[config.mk]
export PLATFORM = sky130hd
export DESIGN_NAME = mipsCore
export DESIGN_NICKNAME = d
export VERILOG_FILES = /design/src/mipsPkg.sv /design/src/aluUnit.sv /design/src/controlDecoder.sv /design/src/datapath.sv /design/src/hazardUnit.sv /design/src/mipsCore.sv /design/src/regFile.sv
export SDC_FILE = /design/constraint.sdc
export NUM_CORES = 2
export LEC_CHECK = 0
export BUFFER_PORTS_ARGS = -buffer_cell sky130_fd_sc_hd__buf_2
export CORE_MARGIN = 4
export CORE_UTILIZATION = 45
export CTS_CLUSTER_DIAMETER = 100
export DETAILED_ROUTE_END_ITERATION = 6
export GPL_ROUTABILITY_DRIVEN = 0
export HOLD_SLACK_MARGIN = 0.08
export PLACE_DENSITY = 0.63
export SETUP_SLACK_MARGIN = 0.1
export SLEW_MARGIN = 20
export SYNTH_ARGS = -nofsm -noshare
export SYNTH_HDL_FRONTEND = slang
export SYNTH_SLANG_ARGS = --single-unit
export TNS_END_PERCENT = 30
[constraint.sdc]
create_clock -name clk -period 7.2 [get_ports clk]
set_input_delay 1.44 -clock clk [delete_from_list [all_inputs] [get_ports clk]]
set_output_delay 1.44 -clock clk [all_outputs]
set_load 0.01 [all_outputs]
[src/mipsPkg.sv]
`default_nettype none

package mipsPkg;

	//////////////////////////////
	// opcode field, bits 31:26
	localparam logic [5:0] opRtype = 6'h00;
	localparam logic [5:0] opJ     = 6'h02;
	localparam logic [5:0] opBeq   = 6'h04;
	localparam logic [5:0] opBne   = 6'h05;
	localparam logic [5:0] opAddiu = 6'h09;
	localparam logic [5:0] opOri   = 6'h0d;
	localparam logic [5:0] opLui   = 6'h0f;
	localparam logic [5:0] opLw    = 6'h23;
	localparam logic [5:0] opSw    = 6'h2b;

	// funct field of r-type, bits 5:0
	localparam logic [5:0] fnAddu = 6'h21;
	localparam logic [5:0] fnSubu = 6'h23;
	localparam logic [5:0] fnAnd  = 6'h24;
	localparam logic [5:0] fnOr   = 6'h25;
	localparam logic [5:0] fnSlt  = 6'h2a;

	//////////////////////////////
	// execute stage alu select
	typedef enum logic [2:0] {aluAdd, aluSub, aluAnd, aluOr, aluSlt, aluLui} aluOp_t;

	// operand source in execute, mem wins over wb
	typedef enum logic [1:0] {fwdReg, fwdWb, fwdMem} fwdSel_t;

	// one instruction word, two field layouts
	// jump target is rs, rt and imm of the i-type view read together
	typedef union packed {
		struct packed {
			logic [5:0] op;
			logic [4:0] rs;
			logic [4:0] rt;
			logic [4:0] rd;
			logic [4:0] shamt;
			logic [5:0] funct;
		} rType;
		struct packed {
			logic [5:0]  op;
			logic [4:0]  rs;
			logic [4:0]  rt;
			logic [15:0] imm;
		} iType;
	} instr_t;

endpackage

`default_nettype wire

[src/aluUnit.sv]
`default_nettype none

module aluUnit import mipsPkg::*; (
	input logic [31:0] a,
	input logic [31:0] b,
	input aluOp_t aluOp,
	output logic [31:0] result,
	output logic zero
);

	// single-cycle alu, no flags beyond zero
	always_comb begin
		case (aluOp)
			aluAdd: result = a + b;
			aluSub: result = a - b;
			aluAnd: result = a & b;
			aluOr: result = a | b;
			// signed compare, result is 0 or 1
			aluSlt: result = {31'b0, $signed(a) < $signed(b)};
			// upper half from the immediate
			aluLui: result = b << 16;
			default: result = '0;
		endcase
	end

	// branches resolve in decode, zero kept for execute use
	assign zero = (result == 32'd0);

endmodule

`default_nettype wire

[src/controlDecoder.sv]
`default_nettype none

module controlDecoder import mipsPkg::*; (
	input instr_t instrD,
	output logic regWriteD,
	output logic memToRegD,
	output logic memWriteD,
	output logic aluSrcD,
	output logic regDstD,
	output logic branchD,
	output logic branchNeD,
	output logic jumpD,
	output logic zeroExtD,
	output aluOp_t aluOpD
);

	always_comb begin
		// defaults describe a bubble
		regWriteD = 1'b0;
		memToRegD = 1'b0;
		memWriteD = 1'b0;
		aluSrcD = 1'b0;
		regDstD = 1'b0;
		branchD = 1'b0;
		branchNeD = 1'b0;
		jumpD = 1'b0;
		zeroExtD = 1'b0;
		aluOpD = aluAdd;
		case (instrD.rType.op)
			opRtype: begin
				// rd destination, funct picks the op
				regDstD = 1'b1;
				regWriteD = 1'b1;
				case (instrD.rType.funct)
					fnAddu: aluOpD = aluAdd;
					fnSubu: aluOpD = aluSub;
					fnAnd: aluOpD = aluAnd;
					fnOr: aluOpD = aluOr;
					fnSlt: aluOpD = aluSlt;
					// unsupported funct, drop the write
					default: regWriteD = 1'b0;
				endcase
			end
			opAddiu: begin
				regWriteD = 1'b1;
				aluSrcD = 1'b1;
			end
			opOri: begin
				regWriteD = 1'b1;
				aluSrcD = 1'b1;
				zeroExtD = 1'b1;
				aluOpD = aluOr;
			end
			opLui: begin
				regWriteD = 1'b1;
				aluSrcD = 1'b1;
				zeroExtD = 1'b1;
				aluOpD = aluLui;
			end
			opLw: begin
				// address is base plus offset
				regWriteD = 1'b1;
				memToRegD = 1'b1;
				aluSrcD = 1'b1;
			end
			opSw: begin
				memWriteD = 1'b1;
				aluSrcD = 1'b1;
			end
			opBeq: branchD = 1'b1;
			opBne: begin
				branchD = 1'b1;
				branchNeD = 1'b1;
			end
			opJ: jumpD = 1'b1;
			// unknown opcode stays a bubble
			default: ;
		endcase
	end

endmodule

`default_nettype wire

[src/datapath.sv]
`default_nettype none

module datapath import mipsPkg::*; #(
	parameter logic [31:0] resetPc = 32'hbfc0_0000
) (
	input logic clk,
	input logic arstN,
	// instruction memory
	output logic [31:0] pcF,
	input logic [31:0] instrF,
	// data memory
	output logic memWriteM,
	output logic [31:0] aluOutM,
	output logic [31:0] writeDataM,
	input logic [31:0] readDataM,
	// decoder
	output instr_t instrD,
	input logic regWriteD,
	input logic memToRegD,
	input logic memWriteD,
	input logic aluSrcD,
	input logic regDstD,
	input aluOp_t aluOpD,
	input logic branchD,
	input logic branchNeD,
	input logic jumpD,
	input logic zeroExtD,
	// hazard unit inputs
	output logic [4:0] rsD,
	output logic [4:0] rtD,
	output logic [4:0] rsE,
	output logic [4:0] rtE,
	output logic [4:0] writeRegE,
	output logic regWriteE,
	output logic memToRegE,
	output logic [4:0] writeRegM,
	output logic regWriteM,
	output logic memToRegM,
	output logic [4:0] writeRegW,
	output logic regWriteW,
	// hazard unit outputs
	input logic stallF,
	input logic stallD,
	input logic flushE,
	input logic fwdAD,
	input logic fwdBD,
	input fwdSel_t fwdAE,
	input fwdSel_t fwdBE,
	input logic longestStall,
	// writeback trace
	output logic [31:0] debugWbPc,
	output logic [3:0] debugWbRfWen,
	output logic [4:0] debugWbRfWnum,
	output logic [31:0] debugWbRfWdata
);

	logic [31:0] pcPlus4F, pcNextF;
	logic [31:0] pcD, pcPlus4D, rd1D, rd2D, immD;
	logic [31:0] branchTargetD, jumpTargetD, cmpAD, cmpBD;
	logic [4:0] rdD;
	logic branchTakenD;
	logic memWriteE, aluSrcE, regDstE;
	aluOp_t aluOpE;
	logic [31:0] rd1E, rd2E, immE, pcE, srcAE, srcBE, writeDataE, aluOutE;
	logic [4:0] rdE;
	logic [31:0] pcM;
	logic memToRegW;
	logic [31:0] aluOutW, readDataW, pcW, resultW;

	// execute operand from regfile, mem or wb
	function automatic logic [31:0] fwdPick(
		input fwdSel_t sel,
		input logic [31:0] regVal,
		input logic [31:0] memVal,
		input logic [31:0] wbVal
	);
		case (sel)
			fwdMem: return memVal;
			fwdWb: return wbVal;
			default: return regVal;
		endcase
	endfunction

	//////////////////////////////
	// fetch
	assign pcPlus4F = pcF + 32'd4;
	// jump beats branch beats sequential
	assign pcNextF = jumpD ? jumpTargetD : branchTakenD ? branchTargetD : pcPlus4F;

	always_ff @(posedge clk or negedge arstN) begin
		if (!arstN) begin
			pcF <= resetPc;
		end else if (!stallF) begin
			pcF <= pcNextF;
		end
	end

	// f/d, no decode flush, delay slot always runs
	always_ff @(posedge clk or negedge arstN) begin
		if (!arstN) begin
			instrD <= '0;
			pcD <= '0;
			pcPlus4D <= '0;
		end else if (!stallD) begin
			instrD <= instrF;
			pcD <= pcF;
			pcPlus4D <= pcPlus4F;
		end
	end

	//////////////////////////////
	// decode
	assign rsD = instrD.iType.rs;
	assign rtD = instrD.iType.rt;
	assign rdD = instrD.rType.rd;
	assign immD = zeroExtD ? {16'h0000, instrD.iType.imm} :
		{{16{instrD.iType.imm[15]}}, instrD.iType.imm};
	// branch offset always sign-extended, word scaled
	assign branchTargetD = pcPlus4D + {{14{instrD.iType.imm[15]}}, instrD.iType.imm, 2'b00};
	// 26-bit target inside the delay slot's region
	assign jumpTargetD = {pcPlus4D[31:28], instrD.iType.rs, instrD.iType.rt,
		instrD.iType.imm, 2'b00};

	regFile u_regFile (
		.clk(clk),
		.arstN(arstN),
		.ra1(rsD),
		.ra2(rtD),
		.wa3(writeRegW),
		.we3(regWriteW),
		.wd3(resultW),
		.rd1(rd1D),
		.rd2(rd2D)
	);

	// early compare, mem result forwarded in
	assign cmpAD = fwdAD ? aluOutM : rd1D;
	assign cmpBD = fwdBD ? aluOutM : rd2D;
	assign branchTakenD = branchD & ((cmpAD == cmpBD) ^ branchNeD);

	// d/e, flush drops controls only, pc stays for the trace
	always_ff @(posedge clk or negedge arstN) begin
		if (!arstN) begin
			regWriteE <= 1'b0;
			memToRegE <= 1'b0;
			memWriteE <= 1'b0;
			aluSrcE <= 1'b0;
			regDstE <= 1'b0;
			aluOpE <= aluAdd;
			{rd1E, rd2E, immE, pcE} <= '0;
			{rsE, rtE, rdE} <= '0;
		end else if (!longestStall) begin
			regWriteE <= regWriteD & ~flushE;
			memToRegE <= memToRegD & ~flushE;
			memWriteE <= memWriteD & ~flushE;
			aluSrcE <= aluSrcD;
			regDstE <= regDstD;
			aluOpE <= aluOpD;
			{rd1E, rd2E, immE, pcE} <= {rd1D, rd2D, immD, pcD};
			{rsE, rtE, rdE} <= {rsD, rtD, rdD};
		end
	end

	//////////////////////////////
	// execute
	assign srcAE = fwdPick(fwdAE, rd1E, aluOutM, resultW);
	assign writeDataE = fwdPick(fwdBE, rd2E, aluOutM, resultW);
	assign srcBE = aluSrcE ? immE : writeDataE;
	assign writeRegE = regDstE ? rdE : rtE;

	aluUnit u_aluUnit (
		.a(srcAE),
		.b(srcBE),
		.aluOp(aluOpE),
		.result(aluOutE),
		.zero()
	);

	// e/m
	always_ff @(posedge clk or negedge arstN) begin
		if (!arstN) begin
			regWriteM <= 1'b0;
			memToRegM <= 1'b0;
			memWriteM <= 1'b0;
			{aluOutM, writeDataM, pcM} <= '0;
			writeRegM <= '0;
		end else if (!longestStall) begin
			regWriteM <= regWriteE;
			memToRegM <= memToRegE;
			memWriteM <= memWriteE;
			{aluOutM, writeDataM, pcM} <= {aluOutE, writeDataE, pcE};
			writeRegM <= writeRegE;
		end
	end

	//////////////////////////////
	// m/w, held too while memory stalls
	always_ff @(posedge clk or negedge arstN) begin
		if (!arstN) begin
			regWriteW <= 1'b0;
			memToRegW <= 1'b0;
			{aluOutW, readDataW, pcW} <= '0;
			writeRegW <= '0;
		end else if (!longestStall) begin
			regWriteW <= regWriteM;
			memToRegW <= memToRegM;
			{aluOutW, readDataW, pcW} <= {aluOutM, readDataM, pcM};
			writeRegW <= writeRegM;
		end
	end

	assign resultW = memToRegW ? readDataW : aluOutW;

	// report a write once, in its last held cycle
	assign debugWbPc = pcW;
	assign debugWbRfWen = {4{regWriteW & ~longestStall}};
	assign debugWbRfWnum = writeRegW;
	assign debugWbRfWdata = resultW;

endmodule

`default_nettype wire

[src/hazardUnit.sv]
`default_nettype none

module hazardUnit import mipsPkg::*; (
	input logic clk,
	input logic arstN,
	input logic [4:0] rsD,
	input logic [4:0] rtD,
	input logic [4:0] rsE,
	input logic [4:0] rtE,
	input logic [4:0] writeRegE,
	input logic [4:0] writeRegM,
	input logic [4:0] writeRegW,
	input logic branchD,
	input logic regWriteE,
	input logic memToRegE,
	input logic regWriteM,
	input logic memToRegM,
	input logic regWriteW,
	input logic iStall,
	input logic dStall,
	output logic stallF,
	output logic stallD,
	output logic flushE,
	output logic fwdAD,
	output logic fwdBD,
	output logic longestStall,
	output fwdSel_t fwdAE,
	output fwdSel_t fwdBE
);

	logic lwStall;
	logic branchStall;
	logic eBubble;

	// producer writes the register a consumer reads, r0 excluded
	function automatic logic hits(input logic we, input logic [4:0] dst, input logic [4:0] src);
		return we && (dst != 5'd0) && (dst == src);
	endfunction

	// youngest producer first
	function automatic fwdSel_t pickFwd(
		input logic [4:0] src,
		input logic weM,
		input logic [4:0] dstM,
		input logic weW,
		input logic [4:0] dstW
	);
		if (hits(weM, dstM, src))
			return fwdMem;
		else if (hits(weW, dstW, src))
			return fwdWb;
		return fwdReg;
	endfunction

	assign fwdAE = pickFwd(rsE, regWriteM, writeRegM, regWriteW, writeRegW);
	assign fwdBE = pickFwd(rtE, regWriteM, writeRegM, regWriteW, writeRegW);

	// branch compare in decode, alu result from mem only
	assign fwdAD = hits(regWriteM, writeRegM, rsD);
	assign fwdBD = hits(regWriteM, writeRegM, rtD);

	// load in execute feeding the next instruction
	assign lwStall = ~eBubble & (hits(memToRegE, writeRegE, rsD) | hits(memToRegE, writeRegE, rtD));

	// branch waits for a result in execute, or a load still in mem
	assign branchStall = branchD & ((~eBubble & (hits(regWriteE, writeRegE, rsD) |
		hits(regWriteE, writeRegE, rtD))) |
		hits(memToRegM, writeRegM, rsD) | hits(memToRegM, writeRegM, rtD));

	// memory back-pressure freezes everything
	assign longestStall = iStall | dStall;
	assign stallF = lwStall | branchStall | longestStall;
	assign stallD = lwStall | branchStall | longestStall;
	assign flushE = (lwStall | branchStall) & ~longestStall;

	// execute slot known empty after a flush, skip its compare
	always_ff @(posedge clk or negedge arstN) begin
		if (!arstN) begin
			eBubble <= 1'b1;
		end else if (!longestStall) begin
			eBubble <= flushE;
		end
	end

endmodule

`default_nettype wire

[src/mipsCore.sv]
`default_nettype none

module mipsCore import mipsPkg::*; #(
	parameter logic [31:0] resetPc = 32'hbfc0_0000
) (
	input logic clk,
	input logic arstN,
	output logic [31:0] pcF,
	input logic [31:0] instrF,
	output logic memWriteM,
	output logic [31:0] aluOutM,
	output logic [31:0] writeDataM,
	input logic [31:0] readDataM,
	input logic iStall,
	input logic dStall,
	output logic longestStall,
	output logic [31:0] debugWbPc,
	output logic [3:0] debugWbRfWen,
	output logic [4:0] debugWbRfWnum,
	output logic [31:0] debugWbRfWdata
);

	// decode controls
	instr_t instrD;
	logic regWriteD, memToRegD, memWriteD, aluSrcD, regDstD;
	logic branchD, branchNeD, jumpD, zeroExtD;
	aluOp_t aluOpD;

	// hazard detection and forwarding
	logic [4:0] rsD, rtD, rsE, rtE;
	logic [4:0] writeRegE, writeRegM, writeRegW;
	logic regWriteE, memToRegE, regWriteM, memToRegM, regWriteW;
	logic stallF, stallD, flushE, fwdAD, fwdBD;
	fwdSel_t fwdAE, fwdBE;

	// port names match across the three blocks
	datapath #(.resetPc(resetPc)) u_datapath (.*);

	controlDecoder u_controlDecoder (.*);

	hazardUnit u_hazardUnit (.*);

endmodule

`default_nettype wire

[src/regFile.sv]
`default_nettype none

module regFile (
	input logic clk,
	input logic arstN,
	input logic [4:0] ra1,
	input logic [4:0] ra2,
	input logic [4:0] wa3,
	input logic we3,
	input logic [31:0] wd3,
	output logic [31:0] rd1,
	output logic [31:0] rd2
);

	logic [31:0] regMem [32];

	// write port, register zero never stored
	always_ff @(posedge clk or negedge arstN) begin
		if (!arstN) begin
			for (int i = 0; i < 32; i++) begin
				regMem[i] <= '0;
			end
		end else if (we3 && wa3 != 5'd0) begin
			regMem[wa3] <= wd3;
		end
	end

	// read ports, same-cycle write passes straight through
	// so writeback to decode needs no forward path
	assign rd1 = (ra1 == 5'd0) ? 32'd0 : (we3 && ra1 == wa3) ? wd3 : regMem[ra1];
	assign rd2 = (ra2 == 5'd0) ? 32'd0 : (we3 && ra2 == wa3) ? wd3 : regMem[ra2];

endmodule

`default_nettype wire

==> reports/qor_table.md <==
| Metric | Reported |
|:---|:---|
| Status | complete, no violations |
| Number of distinct library cell variants in the gate-level netlist after synthesis | 95 |
| Ranking of synthesized cells by area | dfrtp_1, mux4_2, nand2_1, o21ai_0, a21oi_1 |
| Via count normalized by instance count | 6.288 |
| Post-DRT Antenna Nets | 0 |
| Clock-pin slew on the worst setup and hold paths | 0.07 ns |
| Final core utilization | 50.22% |
| Category of the worst setup path launch point | flop |
| Clk pwr share | 31.9% |
| Syn-to-layout area delta | 11.09% |
| Worst Setup End Kind | flop |
| List of cells traversed by the critical path | or4_1 > o21ai_1 > nor4_2 > buf_4 > o21ai_0 > mux2i_1 > inv_1 > ha_1 > a21boi_0 > o21a_1 > o21a_1 > o21ai_0 > a2111oi_0 > buf_4 > o21ai_0 > a211o_1 > o21a_1 > a2111oi_0 > mux2_2 > a221oi_1 > nor2_1 |
| Input/output buffers | 238 |
| Worst slew margin relative to its limit | 17.42% |
| Maximum fanout encountered on the critical timing path | 58 |
| Pin count of the biggest net entering global routing | 175 |
| Worst path required time | 7.92 ns |
| Boundary Pins | 239 |
| Register-to-register setup slack | 0.70 ns |
| Mean area per synthesized cell | 9.645 um2 |
| Routing usage on met3 | 8.894% |
| Register bit count reported by yosys | 1489 |
| TritonRoute pass-1 iters | 6 |
| Worst skew pair latency | 0.85 ns |
| Unrepaired setup endpoints after global routing | false |
| Number of clock sinks | 1489 |
| Maximum clock rate | 154.0 MHz |
| Power density over the cells | 295.5 nW/um2 |
| Maximum level of the CTS H-tree | 4 |
| Ratio of final minimum period to clock period | 90.21% |
| First-pass GRT wire length | 442100 um |
| Fraction of the yosys area taken by sequential cells | 45.67% |
| Worst path buffer plus inverter count | 3 |
| Dominant delay contributor by cell family on the critical path | compound AO/OA/AOI/OAI gates |
| Max-cap violations | 0 |
| Wire length reported by the detailed router | 302300 um |
| Share of power burned in combinational logic | 28.3% |
| Clock tree skew after final layout | 0.07003 ns |
| Total of cells resized after clock tree synthesis | 0 |
| Internal power component | 16.90 mW |
| Origin of the critical flop-to-flop path | u_datapath.writeRegM[3]$_DFFE_PN0N_ |
| Post-synth EDFFs | 0 |
| Routed via count | 68190 |
| Mapped Area | 81610 um2 |
| End of the critical path | u_datapath.aluOutM[31]$_DFFE_PN0N_ |
| Busiest grt layer | met2 |
| Placement Rows | 156 |
| Leakage Power | 40.41 nW |
| GRT met1 Usage | 41.68% |
| Warnings from Yosys | 0 |
| Transition at the pin with the smallest max-transition slack | 1.239 ns |
| Floorplan die height | 433.9 um |
| Overall power consumption | 26.80 mW |
| Count of final setup violators | 0 |
| Final min period | 6.495 ns |
| Number of hold-slack violations in the final timing report | 0 |
| Post-CTS setup buffers | 0 |
| Reg2Reg Capture Point | u_datapath.aluOutM[31]$_DFFE_PN0N_ |
| Number of clock buffers inserted by TritonCTS | 161 |
| Crit path launch | u_datapath.writeRegM[3]$_DFFE_PN0N_ |
| Final Non-Filler Cells | 10850 |
| Worst R2R Path Depth | 21 |
| Worst path max stage delay | 0.62 ns |
| Cell accounting for the most synthesized area | dfrtp_1 |
| Sequential share of power | 39.8% |
| Worst min path class | reg -> reg |
| Data arrival time of the critical path | 7.21 ns |
| TritonCTS clock tree | yes |
| Proportion of layout cells with a drive suffix above 1 | 16.08% |
| Die Footprint | 188200 um2 |
| Routing usage on met2 | 47.53% |
| Setup TNS after final layout | 0 ns |
| Slowest cell on crit path | nor4_2 |
| Total placed cells including tap cells | 10540 |
| Number of gates on the worst path with buffers counted | 21 |
| Switching part of the total power | 36.94% |
| Half-perimeter wire length of the detailed placement result | 193600 um |
| Routed length per instance | 27.87 um |
| Synth Flop Type | dfrtp_1 |
| Mapped Cells | 8462 |
| Maximum count of clock buffers along a single path | 3 |
| Die Span X | 433.9 um |
| Clock tree root buffer cell | clkbuf_16 |
| Peak supply drop | 0.0003023 V |
| DRT iter0 DRCs | 9016 |
| Leftover overflow at the end of global routing | 0 |
| Area of the core | 180500 um2 |
| Critical path class | reg -> reg |
| Post-synth ARST share | 100.0% |
| CTS hold repair buffers | 0 |
| Fill cell instance count of the final layout | 16350 |
| Post-route DRC | 0 |
| P_sw | 9.897 mW |
| Initial antenna violation count | 17 |
| Vias in the first global route | 65130 |
| Gr usage total | 31.70% |
| Portion of synthesized cell area occupied by the leading cell type | 45.35% |
| Starting density of the core | 45.20% |
| Max Transition Viols Final | 0 |
| Fin nets | 8538 |
| Net Count, Synth | 8663 |
state kept, by name (all words and copies together), names as in the netlist, 32 cells and up:
name	cells
u_datapath.aluOutW	32
u_datapath.instrD	32
u_datapath.readDataW	32
u_datapath.debugWbPc	32
u_datapath.writeDataM	32
u_datapath.aluOutM	32
u_datapath.pcPlus4D	32
u_datapath.pcF	32
u_datapath.rd1E	32
u_datapath.pcE	32
u_datapath.rd2E	32
u_datapath.pcM	32
u_datapath.u_regFile.regMem	1024
metal layers:
layer  share of wire, %  routed length (um)
met5              0.030                  90
met4                6.3               18970
met3                 11               34570
met2                 44              133100
met1                 38              115500
cell usage in the layout (no fill, tap or decap), types with 146 or more instances in the layout:
master,Yosys,layout
inv_1,153,152
clkbuf_16,0,162
a22oi_1,146,146
nand2_1,1914,1899
buf_4,53,203
dfrtp_1,1479,1467
mux4_2,408,408
a21oi_1,586,586
o21ai_0,958,957
buf_2,63,237
mux2i_1,248,216
nor2_1,549,531
synth_stat cells, drive strengths merged (20+ instances only):
cell type  number
dfrtp        1479
o21ai         961
nand2        1914
a22oi         146
xnor2          92
nor2b          33
nand2b         27
nand3         109
nor3           64
o22ai          87
clkbuf        579
nand4          20
o21a           26
o211ai         64
mux4          429
a221oi         20
o21bai         24
xor2           74
a21oi         586
mux2i         249
ha            130
nor2          549
mux2           78
a211oi         36
buf           180
inv           154
stage by stage:
step	hold WS, ns	area [um2]	setup WS (ns)
after floorplan	0.4334	81610	1.282
after global routing	0.4069	90650	0.2416
after CTS	0.3982	90590	0.7700
after detailed placement	0.3847	85140	0.8589
after global placement	0.3746	85120	1.022
final	0.3980	90670	0.7047
how the worst min path moves through the flow:
stage                                                        from                                            end  slack [ns]  cells after the start
floorplan                         u_datapath.rd2E[24]$_DFFE_PN0N_                u_datapath.rd2E[24]$_DFFE_PN0N_        0.43                      2
global placement    u_datapath.u_regFile.regMem[1005]$_DFFE_PN0P_  u_datapath.u_regFile.regMem[1005]$_DFFE_PN0P_        0.37                      0
detailed placement  u_datapath.u_regFile.regMem[1004]$_DFFE_PN0P_  u_datapath.u_regFile.regMem[1004]$_DFFE_PN0P_        0.38                      0
CTS                 u_datapath.u_regFile.regMem[1004]$_DFFE_PN0P_  u_datapath.u_regFile.regMem[1004]$_DFFE_PN0P_        0.40                      0
global route        u_datapath.u_regFile.regMem[1016]$_DFFE_PN0P_  u_datapath.u_regFile.regMem[1016]$_DFFE_PN0P_        0.41                      0
finish              u_datapath.u_regFile.regMem[1010]$_DFFE_PN0P_  u_datapath.u_regFile.regMem[1010]$_DFFE_PN0P_        0.40                      0
power groups by stage:
stage | registers (mW) | logic (mW) | clock network [mW]
after global placement | 10.7 | 7.30 | 0
final | 10.7 | 7.59 | 8.55
after floorplan | 10.2 | 4.72 | 0
after detailed placement | 10.7 | 7.39 | 0
after global routing | 10.7 | 8.13 | 8.98
after CTS | 10.6 | 7.43 | 8.64
cell type report:
cell class,instances,area (um2),area share (%)
Timing Repair Buffer,471,3321,3.663
Sequential cell,1489,37310,41.15
Multi-Input combinational cell,6059,41020,45.24
Tap cell,2370,2965,3.271
Clock inverter,56,765.7,0.8446
Inverter,155,590.6,0.6514
Antenna cell,6,15.01,0.01656
Clock buffer,239,4683,5.165
cell families (layout without fill, tap and decap cells):
| group | count (synthesis) | in the layout | share of synthesized area (%) |
|---|---|---|---|
| AND/OR/NAND/NOR | 2846 | 2846 | 14.12 |
| AO/OA/AOI/OAI | 2158 | 2158 | 15.38 |
| flip-flops | 1489 | 1489 | 45.67 |
| buffers and inverters | 914 | 921 | 4.828 |
| multiplexers | 756 | 756 | 16.15 |
| XOR/XNOR | 166 | 166 | 1.781 |
| adder cells (fa/ha/maj) | 133 | 133 | 2.067 |
| other | 0 | 6 | 0 |
Power figures use the tool's default switching activity.
